===== src/source/bus_pkg.sv =====
package bus_pkg;

	//======================================================================
	// Bus geometry

	localparam int DATA_WIDTH = 32;
	localparam int ADDR_WIDTH = 32;

	// Command queue depth, also the initial credit count
	localparam int QUEUE_DEPTH = 4;
	localparam int QUEUE_ADDR_WIDTH = $clog2(QUEUE_DEPTH);
	localparam int CREDIT_WIDTH = 3;

	// On-chip RAM, word index taken from address bits 9 to 2
	localparam int RAM_WORDS = 256;
	localparam int RAM_INDEX_WIDTH = $clog2(RAM_WORDS);

	localparam int LED_WIDTH = 10;

	//======================================================================
	// DMA register map, index is address bits 3 to 2

	localparam logic [1:0] DMA_REG_SOURCE = 2'd0;
	localparam logic [1:0] DMA_REG_DEST = 2'd1;
	localparam logic [1:0] DMA_REG_COUNT = 2'd2;
	localparam logic [1:0] DMA_REG_CONTROL = 2'd3;

	//======================================================================
	// Enumerations

	typedef enum logic {
		CMD_READ = 1'b0,
		CMD_WRITE = 1'b1
	} cmd_op_t;

	// Top four address bits
	typedef enum logic [3:0] {
		REGION_RAM = 4'h1,
		REGION_LED = 4'h4,
		REGION_DMA = 4'h9
	} region_t;

	typedef enum logic [2:0] {
		MASTER_IDLE,
		MASTER_HOST_READ,
		DMA_ISSUE_READ,
		DMA_WAIT_READ,
		DMA_ISSUE_WRITE
	} master_state_t;

endpackage


===== src/source/command_queue.sv =====
`timescale 1ns/10ps

module command_queue (
	input  logic                            clock,
	input  logic                            i_rst_n,

	// Write side
	input  logic                            i_push,
	input  bus_pkg::cmd_op_t                i_op,
	input  logic [bus_pkg::ADDR_WIDTH-1:0]  i_address,
	input  logic [bus_pkg::DATA_WIDTH-1:0]  i_wdata,

	// Read side
	input  logic                            i_pop,
	output logic                            o_valid,
	output bus_pkg::cmd_op_t                o_op,
	output logic [bus_pkg::ADDR_WIDTH-1:0]  o_address,
	output logic [bus_pkg::DATA_WIDTH-1:0]  o_wdata,

	output logic                            o_credit_return
);

	// Entry storage
	bus_pkg::cmd_op_t op_mem [bus_pkg::QUEUE_DEPTH];
	logic [bus_pkg::ADDR_WIDTH-1:0] address_mem [bus_pkg::QUEUE_DEPTH];
	logic [bus_pkg::DATA_WIDTH-1:0] wdata_mem [bus_pkg::QUEUE_DEPTH];

	// One extra wrap bit tells full from empty
	logic [bus_pkg::QUEUE_ADDR_WIDTH:0] wr_ptr;
	logic [bus_pkg::QUEUE_ADDR_WIDTH:0] rd_ptr;
	logic do_pop;

	assign o_valid = wr_ptr != rd_ptr;
	assign do_pop = i_pop && o_valid;

	assign o_op = op_mem[rd_ptr[bus_pkg::QUEUE_ADDR_WIDTH-1:0]];
	assign o_address = address_mem[rd_ptr[bus_pkg::QUEUE_ADDR_WIDTH-1:0]];
	assign o_wdata = wdata_mem[rd_ptr[bus_pkg::QUEUE_ADDR_WIDTH-1:0]];

	always_ff @(posedge clock)
	begin
		if (i_push)
		begin
			op_mem[wr_ptr[bus_pkg::QUEUE_ADDR_WIDTH-1:0]] <= i_op;
			address_mem[wr_ptr[bus_pkg::QUEUE_ADDR_WIDTH-1:0]] <= i_address;
			wdata_mem[wr_ptr[bus_pkg::QUEUE_ADDR_WIDTH-1:0]] <= i_wdata;
		end
	end

	// Pointers and credit pulse
	always_ff @(posedge clock or negedge i_rst_n)
	begin
		if (!i_rst_n)
		begin
			wr_ptr <= '0;
			rd_ptr <= '0;
			o_credit_return <= 1'b0;
		end
		else
		begin
			if (i_push)
				wr_ptr <= wr_ptr + 1'b1;
			if (do_pop)
				rd_ptr <= rd_ptr + 1'b1;
			o_credit_return <= do_pop;
		end
	end

endmodule


===== config.mk =====
export PLATFORM = sky130hd
export DESIGN_NAME = command_queue
export DESIGN_NICKNAME = d
export VERILOG_FILES = /design/src/source/bus_pkg.sv /design/src/source/command_queue.sv
export SDC_FILE = /design/constraint.sdc
export NUM_CORES = 1
export LEC_CHECK = 0
export ABC_CLOCK_PERIOD_IN_PS = 3200
export BUFFER_PORTS_ARGS = -buffer_cell sky130_fd_sc_hd__buf_2
export CAP_MARGIN = 20
export CORE_MARGIN = 1
export CORE_UTILIZATION = 48
export DETAILED_ROUTE_END_ITERATION = 7
export PLACE_DENSITY = 0.78
export SYNTH_ARGS = -nofsm -noshare
export SYNTH_HDL_FRONTEND = slang
export SYNTH_SLANG_ARGS = --single-unit

===== constraint.sdc =====
create_clock -name clock -period 3.2 [get_ports clock]
set_clock_uncertainty 0.1 [all_clocks]
set_input_delay 0.32 -clock clock [delete_from_list [all_inputs] [get_ports clock]]
set_output_delay 0.32 -clock clock [all_outputs]
set_load 0.005 [all_outputs]

# ---- After elaboration in Yosys (flattened, before gate mapping)
# Memory sizes are Yosys's and may differ from the RTL's.
# Index checks and enable logic that the tools add are counted.
dict set report totals {
  ff_bits 7
  latchBits 0
  ram_bits 260
  mem_bits_ro 0
  in_bits 69
  word_cells 12
  memories 3
}
# name words word_bits read_ports rd_ports_with_merged_regs wr line
set memory_table {}
lappend memory_table {address_mem 4 32 1 0 1 command_queue.sv:25} ;# logic [bus_pkg::ADDR_WIDTH-1:0] address_mem [bus_pkg::QUEUE_DEPTH];
lappend memory_table {wdata_mem 4 32 1 0 1 command_queue.sv:26} ;# logic [bus_pkg::DATA_WIDTH-1:0] wdata_mem [bus_pkg::QUEUE_DEPTH];
lappend memory_table {op_mem 4 1 1 0 1 command_queue.sv:24} ;# bus_pkg::cmd_op_t op_mem [bus_pkg::QUEUE_DEPTH];
dict set report classes {
  addsub 2
  mul 0
  div 0
  magnitude_cmp 0
  n_eq_ne 1
  shift 0
  n_mux 2
  bitwise 0
  n_reduce_logical 1
}
# operator count
set op_table {}
lappend op_table {{3-bit by 1-bit adder with 3-bit output, second input constant} 2}
lappend op_table {{3-bit != test} 1}
lappend op_table {{1-bit two-way mux} 2}
lappend op_table {{1-bit logical AND} 1}

# ---- Depth between registers and ports, before layout
# Gate-level depths: netlist of run 1.
dict set report depth {
  depth_word 2
  ltp_mapped 5
}

# ---- Least setup slack after synthesis of run 1
# No wires, ideal clock.
dict set report synth_path {
  path_type {flip-flop to flip-flop}
  start {register wr_ptr[0] (netlist name)}
  end {memory address_mem[2][0] (netlist name) (enable)}
  setup_ns 0.430
  t_arrival_ns 2.239
  t_required_ns 2.670
  setup_slack_ns 0.432
  path_stages_with_launch 4
  n_path_buf 0
  synth_period_minus_slack_ns 2.768
  cell_sequence {dfrtp_1 -> inv_1 -> ha_1 -> and2_1}
}
# element line
set synth_rtl {}
lappend synth_rtl {{start: declaration} command_queue.sv:29} ;# logic [bus_pkg::QUEUE_ADDR_WIDTH:0] wr_ptr;
lappend synth_rtl {{start signal: assignment} command_queue.sv:62} ;# wr_ptr <= wr_ptr + 1'b1;
lappend synth_rtl {{end: declaration} command_queue.sv:25}
# Straight into the memory's write port.

# ---- Final worst setup path of run 1
dict set report layout_path {
  start {register rd_ptr[0] (netlist name)}
  end {output port o_wdata[26] (netlist name)}
}
dict set report layout_via {
  elab_chain_len 1
}
# element line
set layout_rtl {}
lappend layout_rtl {{start: declaration} command_queue.sv:30} ;# logic [bus_pkg::QUEUE_ADDR_WIDTH:0] rd_ptr;
lappend layout_rtl {{start signal: assignment} command_queue.sv:64} ;# rd_ptr <= rd_ptr + 1'b1;
lappend layout_rtl {{memory read 4 x 32 bit} --}
lappend layout_rtl {{end: declaration} command_queue.sv:18} ;# output logic [bus_pkg::DATA_WIDTH-1:0] o_wdata,
# Every way passes these cells.

==> results of run 1 <==
## state kept, by name (all words and copies together) (netlist names)
signal / count
o_credit_return: 1
address_mem: 128
rd_ptr: 3
op_mem: 4
wdata_mem: 128
wr_ptr: 3
## cells by family after synthesis
group,count (synthesis),share of synthesized area [%]
and+or+nand+nor,15,0.799
xor gates and xnor gates,6,0.723
muxes,65,14.8
AOI/OAI and AO/OA,6,0.444
adders and majority gates,5,0.634
buffers and inverters,19,1.60
DFF,267,81.0
## routing by layer
metal | track usage [%] | up-vias
li1 | - | 2079
met1 | 21.7 | 2429
met2 | 29.7 | 125
met3 | 3.76 | 30
met4 | 4.26 | 0
met5 | 0 | -
## cell usage after synthesis (all sizes together), types with 2 or more instances
cell | count | share of area [%]
and2 | 4 | 0.25
and3 | 2 | 0.13
buf | 14 | 1.4
clkbuf | 2 | 0.076
dfrtp | 7 | 1.8
edfxtp | 260 | 79
ha | 5 | 0.63
inv | 3 | 0.11
mux4 | 65 | 15
nand2 | 3 | 0.11
nand3 | 3 | 0.15
o21ai | 2 | 0.10
xnor2 | 3 | 0.46
xor2 | 3 | 0.27
## timing repair
item                                   4_1_cts  5_1_grt
endpoints found under the hold margin      270        0
hold buffers                                68        0
setup endpoints to repair                    0        0
## cell type report
cell class                      count  area, sq um  area share [%]
Inverter                            3         11.3          0.0905
Tap cell                          270          338            2.72
Timing Repair Buffer              210         1500            12.0
Clock inverter                     16          151            1.22
Multi-Input combinational cell     97         1730            13.9
Sequential cell                   267         7990            64.2
Antenna cell                        1         2.50          0.0201
Clock buffer                       31          721            5.79
## power breakdown
group          internal, uW  switching (uW)
clock network          1840            1220
registers              4580             306
logic                  1460            1290
total                  7870            2810
## critical path, stage by stage (launching register included)
cell and delay [ns]:
dfrtp_4 0.69, buf_12 0.30, mux4_2 0.56, buf_2 0.15
## worst min path at each step
stage	from	to	slack (ns)
after CTS	i_rst_n	wr_ptr[2]$_DFFE_PN0P_	0.07
after global routing	i_rst_n	wr_ptr[2]$_DFFE_PN0P_	0.11
after detailed placement	i_rst_n	rd_ptr[2]$_DFFE_PN0P_	0.07
final	i_rst_n	rd_ptr[2]$_DFFE_PN0P_	0.10
after floorplan	i_rst_n	o_credit_return$_DFF_PN0_	-0.08
after global placement	i_rst_n	wr_ptr[1]$_DFFE_PN0P_	0.07
## stage by stage
| step | instance area (sq um) | hold WS, ns |
|---|---|---|
| finish | 12400 | 0.103 |
| global route | 12400 | 0.111 |
| CTS | 12400 | 0.0750 |
| detailed placement | 10900 | 0.0725 |
| global placement | 10900 | 0.0685 |
| floorplan | 9860 | -0.0756 |
==> metrics.txt, run 1 <==
status finished clean; Initial Util 48.9%; total number of yosys warnings 0; Worst Setup Slack post-DPL 0.995 ns; Setup crit start kind flop; Tcrit/Tclk final 83.7%; IO Pins 136; met1 WL 7230 microns; Power Dens Cells 859 mW/mm^2; Filler Cells Inserted 1416; synth-to-layout area growth 26.2%; most common cell after layout, fill and taps aside edfxtp_1; EDFF count, synth 260; Critical Path AT 2.26 ns; Pre-antenna DRT Iters 4; CTS clk-pin slew, worst paths 0.06 ns; postcts setup bufs 0; headroom to the max-slew limit 58.3%; Critical path origin rd_ptr[0]$_DFFE_PN0P_; CTS sink cnt 267; met2 WL 9180 microns; GRT Total Usage 17.0%; via count 4663; worst slew pin tran 0.626 ns; final core utilization 61.7%; Hold Path Class in -> async; Synth Area per Inst 25.7 sq um; post-synthesis sequential area ratio 81.0%; syn_nets 457; LEAKAGE 0.00432 uW; post-synthesis async set-or-reset flop share 2.62%; RSZ-0062 raised after global routing no; Worst Setup End Kind output pin; Post-Syn Instances 383; met3 wire length 965 microns; Layout Cells excl Fill 895; CP Class reg -> out; Inst Count DP 779; gp weighted congestion 0.704; R2R Path Start wr_ptr[1]$_DFFE_PN0P_; # rows 52; Final nets 679; Final setup viols 0; final setup margin 0.522 ns; Root Buffer clkbuf_16; top layer in use met4; layout cells sized above 1 41.0%; highest-count cells in the layout ignoring fill and taps edfxtp_1, buf_2, dlygate4sd3_1; r2r endpoint wdata_mem[1][25]$_DFFE_PP_; Sum Neg Setup Slack 0 ns; CP Max Fanout 29; final slew viol count 0; Final HPWL DP 9920 microns; endpoints failing hold 0; R2R setup slack 1.20 ns; global-route wire length before repair 27600 microns; die footprint 0.0211 sq mm; largest net degree at the start of global routing 41; #FFs+latches synth 267; Routed WL 17700 microns; CP Capture Point o_wdata[26]; Clock Latency Late Sink 0.51 ns; peak supply drop 0.528 mV; Vias/cell 5.21; crit path time final 2.68 ns; number of gates resized after cts 0; total CTS buffers 26; clock buffer depth 3; antenna violations before repair 1; TritonCTS clock tree built; Final ANT Viol Nets 0; Core Box Area 0.0202 sq mm; top achievable clock speed 0.373 GHz; I/O Buffers 135; worst r2r path cells 4; Most used DFF post-synth edfxtp_1; die height 145 microns; mapped cell area 0.00986 sq mm; Netlist cell types 25; Worst Path Required 2.78 ns; number of global-route vias before repair 5156; drt wl/cell 19.7 microns; H-tree level count 1; DRC 0; Die X 145 microns; max-cap violations 0; grt ovf 0; DRT iter0 DRCs 301; total chip power 10700 uW
Note: power is estimated with default switching activity, not from simulation.
==> run 2, diff against run 1 <==
--- a/config.mk
+++ b/config.mk
@@ -5,13 +5,14 @@
 export SDC_FILE = /design/constraint.sdc
 export NUM_CORES = 1
 export LEC_CHECK = 0
-export ABC_CLOCK_PERIOD_IN_PS = 3200
+export ABC_AREA = 1
+export ABC_CLOCK_PERIOD_IN_PS = 2800
 export BUFFER_PORTS_ARGS = -buffer_cell sky130_fd_sc_hd__buf_2
 export CAP_MARGIN = 20
 export CORE_MARGIN = 1
 export CORE_UTILIZATION = 48
 export DETAILED_ROUTE_END_ITERATION = 7
-export PLACE_DENSITY = 0.78
+export PLACE_DENSITY = 0.77
 export SYNTH_ARGS = -nofsm -noshare
 export SYNTH_HDL_FRONTEND = slang
 export SYNTH_SLANG_ARGS = --single-unit
==> constraint.sdc (replaced) <==
create_clock -name clock -period 2.8 [get_ports clock]
set_clock_uncertainty 0.1 [all_clocks]
set_input_delay 0.28 -clock clock [delete_from_list [all_inputs] [get_ports clock]]
set_output_delay 0.28 -clock clock [all_outputs]
set_load 0.005 [all_outputs]
==> run 2 against run 1 <==
Net effect:
- first-iteration DRC count is 18% higher
- synthesized cell count rose by 77%
- die area increased by 6.5%
- core utilization down 0.71 points
- power rose by 25%
- wire length rose by 24%
- clock power rose by 7.5%
- synthesized area is 6.6% higher
- count of clock-buffer cells in the layout rose by 3
- hold slack got worse by 0.038 ns
- global-route usage up 2.4 points
- sequential power up 12%
- largest power group unchanged
==> metrics.txt, run 2 <==
Core Box Area 0.0212 sq mm (was 0.0202 sq mm); critical-path cell list inv_6 > buf_4 > o21ai_0 > o22ai_2 > buf_2 (was buf_12 > mux4_2 > buf_2); M3 GR Usage 3.02% (was 3.76%); I/O Buffers 135 (unchanged); Sum Neg Setup Slack 0 ns (unchanged); GRT met2 Usage 35.9% (was 29.7%); highest-count cells in the layout ignoring fill and taps edfxtp_1, buf_2, o21ai_0 (was edfxtp_1, buf_2, dlygate4sd3_1); LEAKAGE 0.00457 uW (was 0.00432 uW); CP Class reg -> out (unchanged); sequential share of power 41.0% (was 45.7%); Pre-antenna DRT Iters 4 (unchanged); power share of the combinational group 34.3% (was 25.7%); Critical Path AT 2.22 ns (was 2.26 ns); via count 6311 (was 4663); number of global-route vias before repair 6456 (was 5156); final slew viol count 0 (unchanged); Worst Path Required 2.42 ns (was 2.78 ns); die height 150 microns (was 145 microns); Worst Setup Slack post-DPL 0.751 ns (was 0.995 ns); CP Max Fanout 50 (was 29); Top Usage Layer GRT met2 (unchanged); Routed WL 21900 microns (was 17700 microns); total CTS buffers 27 (was 26); n_diodes 0 (was 1); Final ANT Viol Nets 0 (unchanged); Power Dens Cells 1030 mW/mm^2 (was 859 mW/mm^2); die footprint 0.0225 sq mm (was 0.0211 sq mm); global-route wire length before repair 33100 microns (was 27600 microns); most common cell after layout, fill and taps aside edfxtp_1 (unchanged); largest net degree at the start of global routing 134 (was 41); drt wl/cell 18.6 microns (was 19.7 microns); Root Buffer clkbuf_16 (unchanged); H-tree level count 1 (unchanged); Post-synth top cells edfxtp_1, o21ai_0, nor2_1 (was edfxtp_1, mux4_2, buf_2); peak supply drop 0.597 mV (was 0.528 mV); RSZ-0062 raised after global routing no (unchanged); Switching Fraction 33.9% (was 26.3%); CTS sink cnt 267 (unchanged); Tcrit/Tclk final 93.0%; Initial Util 49.5% (was 48.9%); Final nets 958 (was 679); IO Pins 136 (unchanged); Final setup viols 0 (unchanged); Worst Setup End Kind output pin (unchanged); Setup crit start kind flop (unchanged); DRC 0 (unchanged); Clock Latency Late Sink 0.51 ns (about the same); switching pwr 4510 uW (was 2810 uW); # rows 53 (was 52); Yosys top cell area share 74.3% (was 79.2%); DRT iter0 DRCs 355 (was 301); clock network power share 24.6% (was 28.6%); endpoints failing hold 0 (unchanged); total number of yosys warnings 0 (unchanged); post-synthesis async set-or-reset flop share 2.62% (unchanged); max-cap violations 0 (unchanged); Int Power 8800 uW (was 7870 uW); final core utilization 61.0% (was 61.7%); clock buffer depth 3 (unchanged); syn_nets 752 (was 457); Die X 150 microns (was 145 microns); biggest area consumer among synthesized cells edfxtp_1 (unchanged); Vias/cell 5.37 (was 5.21); met1 GRT Util 22.3% (was 21.7%); slowest cell delay on critical path 0.51 ns (was 0.69 ns); post-cts hold buffer count 68 (unchanged); final setup margin 0.195 ns (was 0.522 ns); #FFs+latches synth 267 (unchanged); Most used DFF post-synth edfxtp_1 (unchanged); headroom to the max-slew limit 57.5% (was 58.3%); synth-to-layout area growth 23.1% (was 26.2%); EDFF count, synth 260 (unchanged); mapped cell area 0.0105 sq mm (was 0.00986 sq mm); TritonCTS clock tree built (unchanged); antenna violations before repair 0 (was 1); postcts setup bufs 0 (unchanged); Final HPWL DP 11600 microns (was 9920 microns); most frequent cell after synthesis edfxtp_1 (unchanged); status finished clean (unchanged); slowest stage cell on the critical path dfrtp_4 (unchanged); GRT Total Usage 19.4% (was 17.0%); Netlist cell types 24 (was 25); top achievable clock speed 0.384 GHz; Area contributors post-synth edfxtp_1, o21ai_0, o22ai_2 (was edfxtp_1, mux4_2, dfrtp_1); layout cells sized above 1 30.1% (was 41.0%); number of gates resized after cts 0 (unchanged); Post-Syn Instances 678 (was 383); crit path time final 2.60 ns; post-synthesis sequential area ratio 75.9% (was 81.0%); grt ovf 0 (unchanged); Synth Area per Inst 15.5 sq um (was 25.7 sq um); gp weighted congestion 0.711 (was 0.704); worst slew pin tran 0.637 ns (was 0.626 ns); CTS clk-pin slew, worst paths 0.06 ns (about the same); Hold Path Class in -> async (unchanged)
-- run 2: changes by cell type after synthesis, moves of 7 or more --
cell	change
buf_2	+7
clkbuf_1	+15
mux4_2	-65
nand2_1	+14
nor2_1	+93
nor2_4	+30
o21ai_0	+105
o21ai_1	+20
o22ai_1	+35
o22ai_2	+30
-- run 2: area by class of cell --
cell class | count | area, sq um
fill | 1557 | 8280
sequential | 267 | 7990
multi-input combinational | 357 | 2190
timing repair buffer | 220 | 1570
clock buffer | 34 | 702
tap | 275 | 344
clock inverter | 12 | 100
inverter | 11 | 46.3
-- run 2: critical path, delay by kind of cell (launching register included) --
kind,cells,cell delay (ns)
AOI/OAI and AO/OA,2,0.31
buffers and inverters,3,0.85
DFF,1,0.51
-- run 2: metal layers --
layer	part of all wire, %	up-vias
met3	5.2	45
met5	0	-
li1	-	2959
met2	53	184
met1	40	3123
met4	2.7	0
-- run 2: cell families (layout without fill, tap and decap cells) --
logic type | Yosys count | count (layout) | synth area share, %
flops | 267 | 267 | 75.9
compound gates | 196 | 196 | 12.0
simple gates | 152 | 152 | 7.83
buf+inv | 54 | 277 | 3.27
fa+ha+maj | 5 | 5 | 0.595
xor+xnor | 4 | 4 | 0.333
-- run 2: power groups by stage --
stage	Clock [uW]	Sequential, uW	Combinational [uW]
floorplan	0	5520	2930
global placement	0	5520	4420
detailed placement	0	5540	4510
CTS	3330	5460	4610
global route	3470	5520	4990
finish	3280	5460	4570
-- run 2: final timing paths --
kind | start | endpoint | slack [ns] | depth (start not counted)
worst min register to register | rd_ptr[2]$_DFFE_PN0P_ | rd_ptr[2]$_DFFE_PN0P_ | 0.45 | 2
worst max register to register | wr_ptr[0]$_DFFE_PN0P_ | wdata_mem[0][22]$_DFFE_PP_ | 0.93 | 5
worst min-delay path | i_rst_n | o_credit_return$_DFF_PN0_ | 0.07 | 2
min in group clock | i_wdata[19] | wdata_mem[2][19]$_DFFE_PP_ | 0.42 | 2
worst max-delay path | rd_ptr[0]$_DFFE_PN0P_ | o_address[26] | 0.20 | 5
max in group asynchronous | i_rst_n | rd_ptr[0]$_DFFE_PN0P_ | 2.36 | 2
-- run 2: stage by stage --
step           cell area (sq um)  hold WS (ns)  total power [uW]  std cells
2_1_floorplan              10500        -0.116              8450        678
3_3_place_gp               11500        0.0240              9930       1062
3_5_place_dp               11500        0.0252             10000       1062
4_1_cts                    12900        0.0507             13400       1176
5_1_grt                    12900        0.0622             14000       1176
6_report                   12900        0.0651             13300       1176
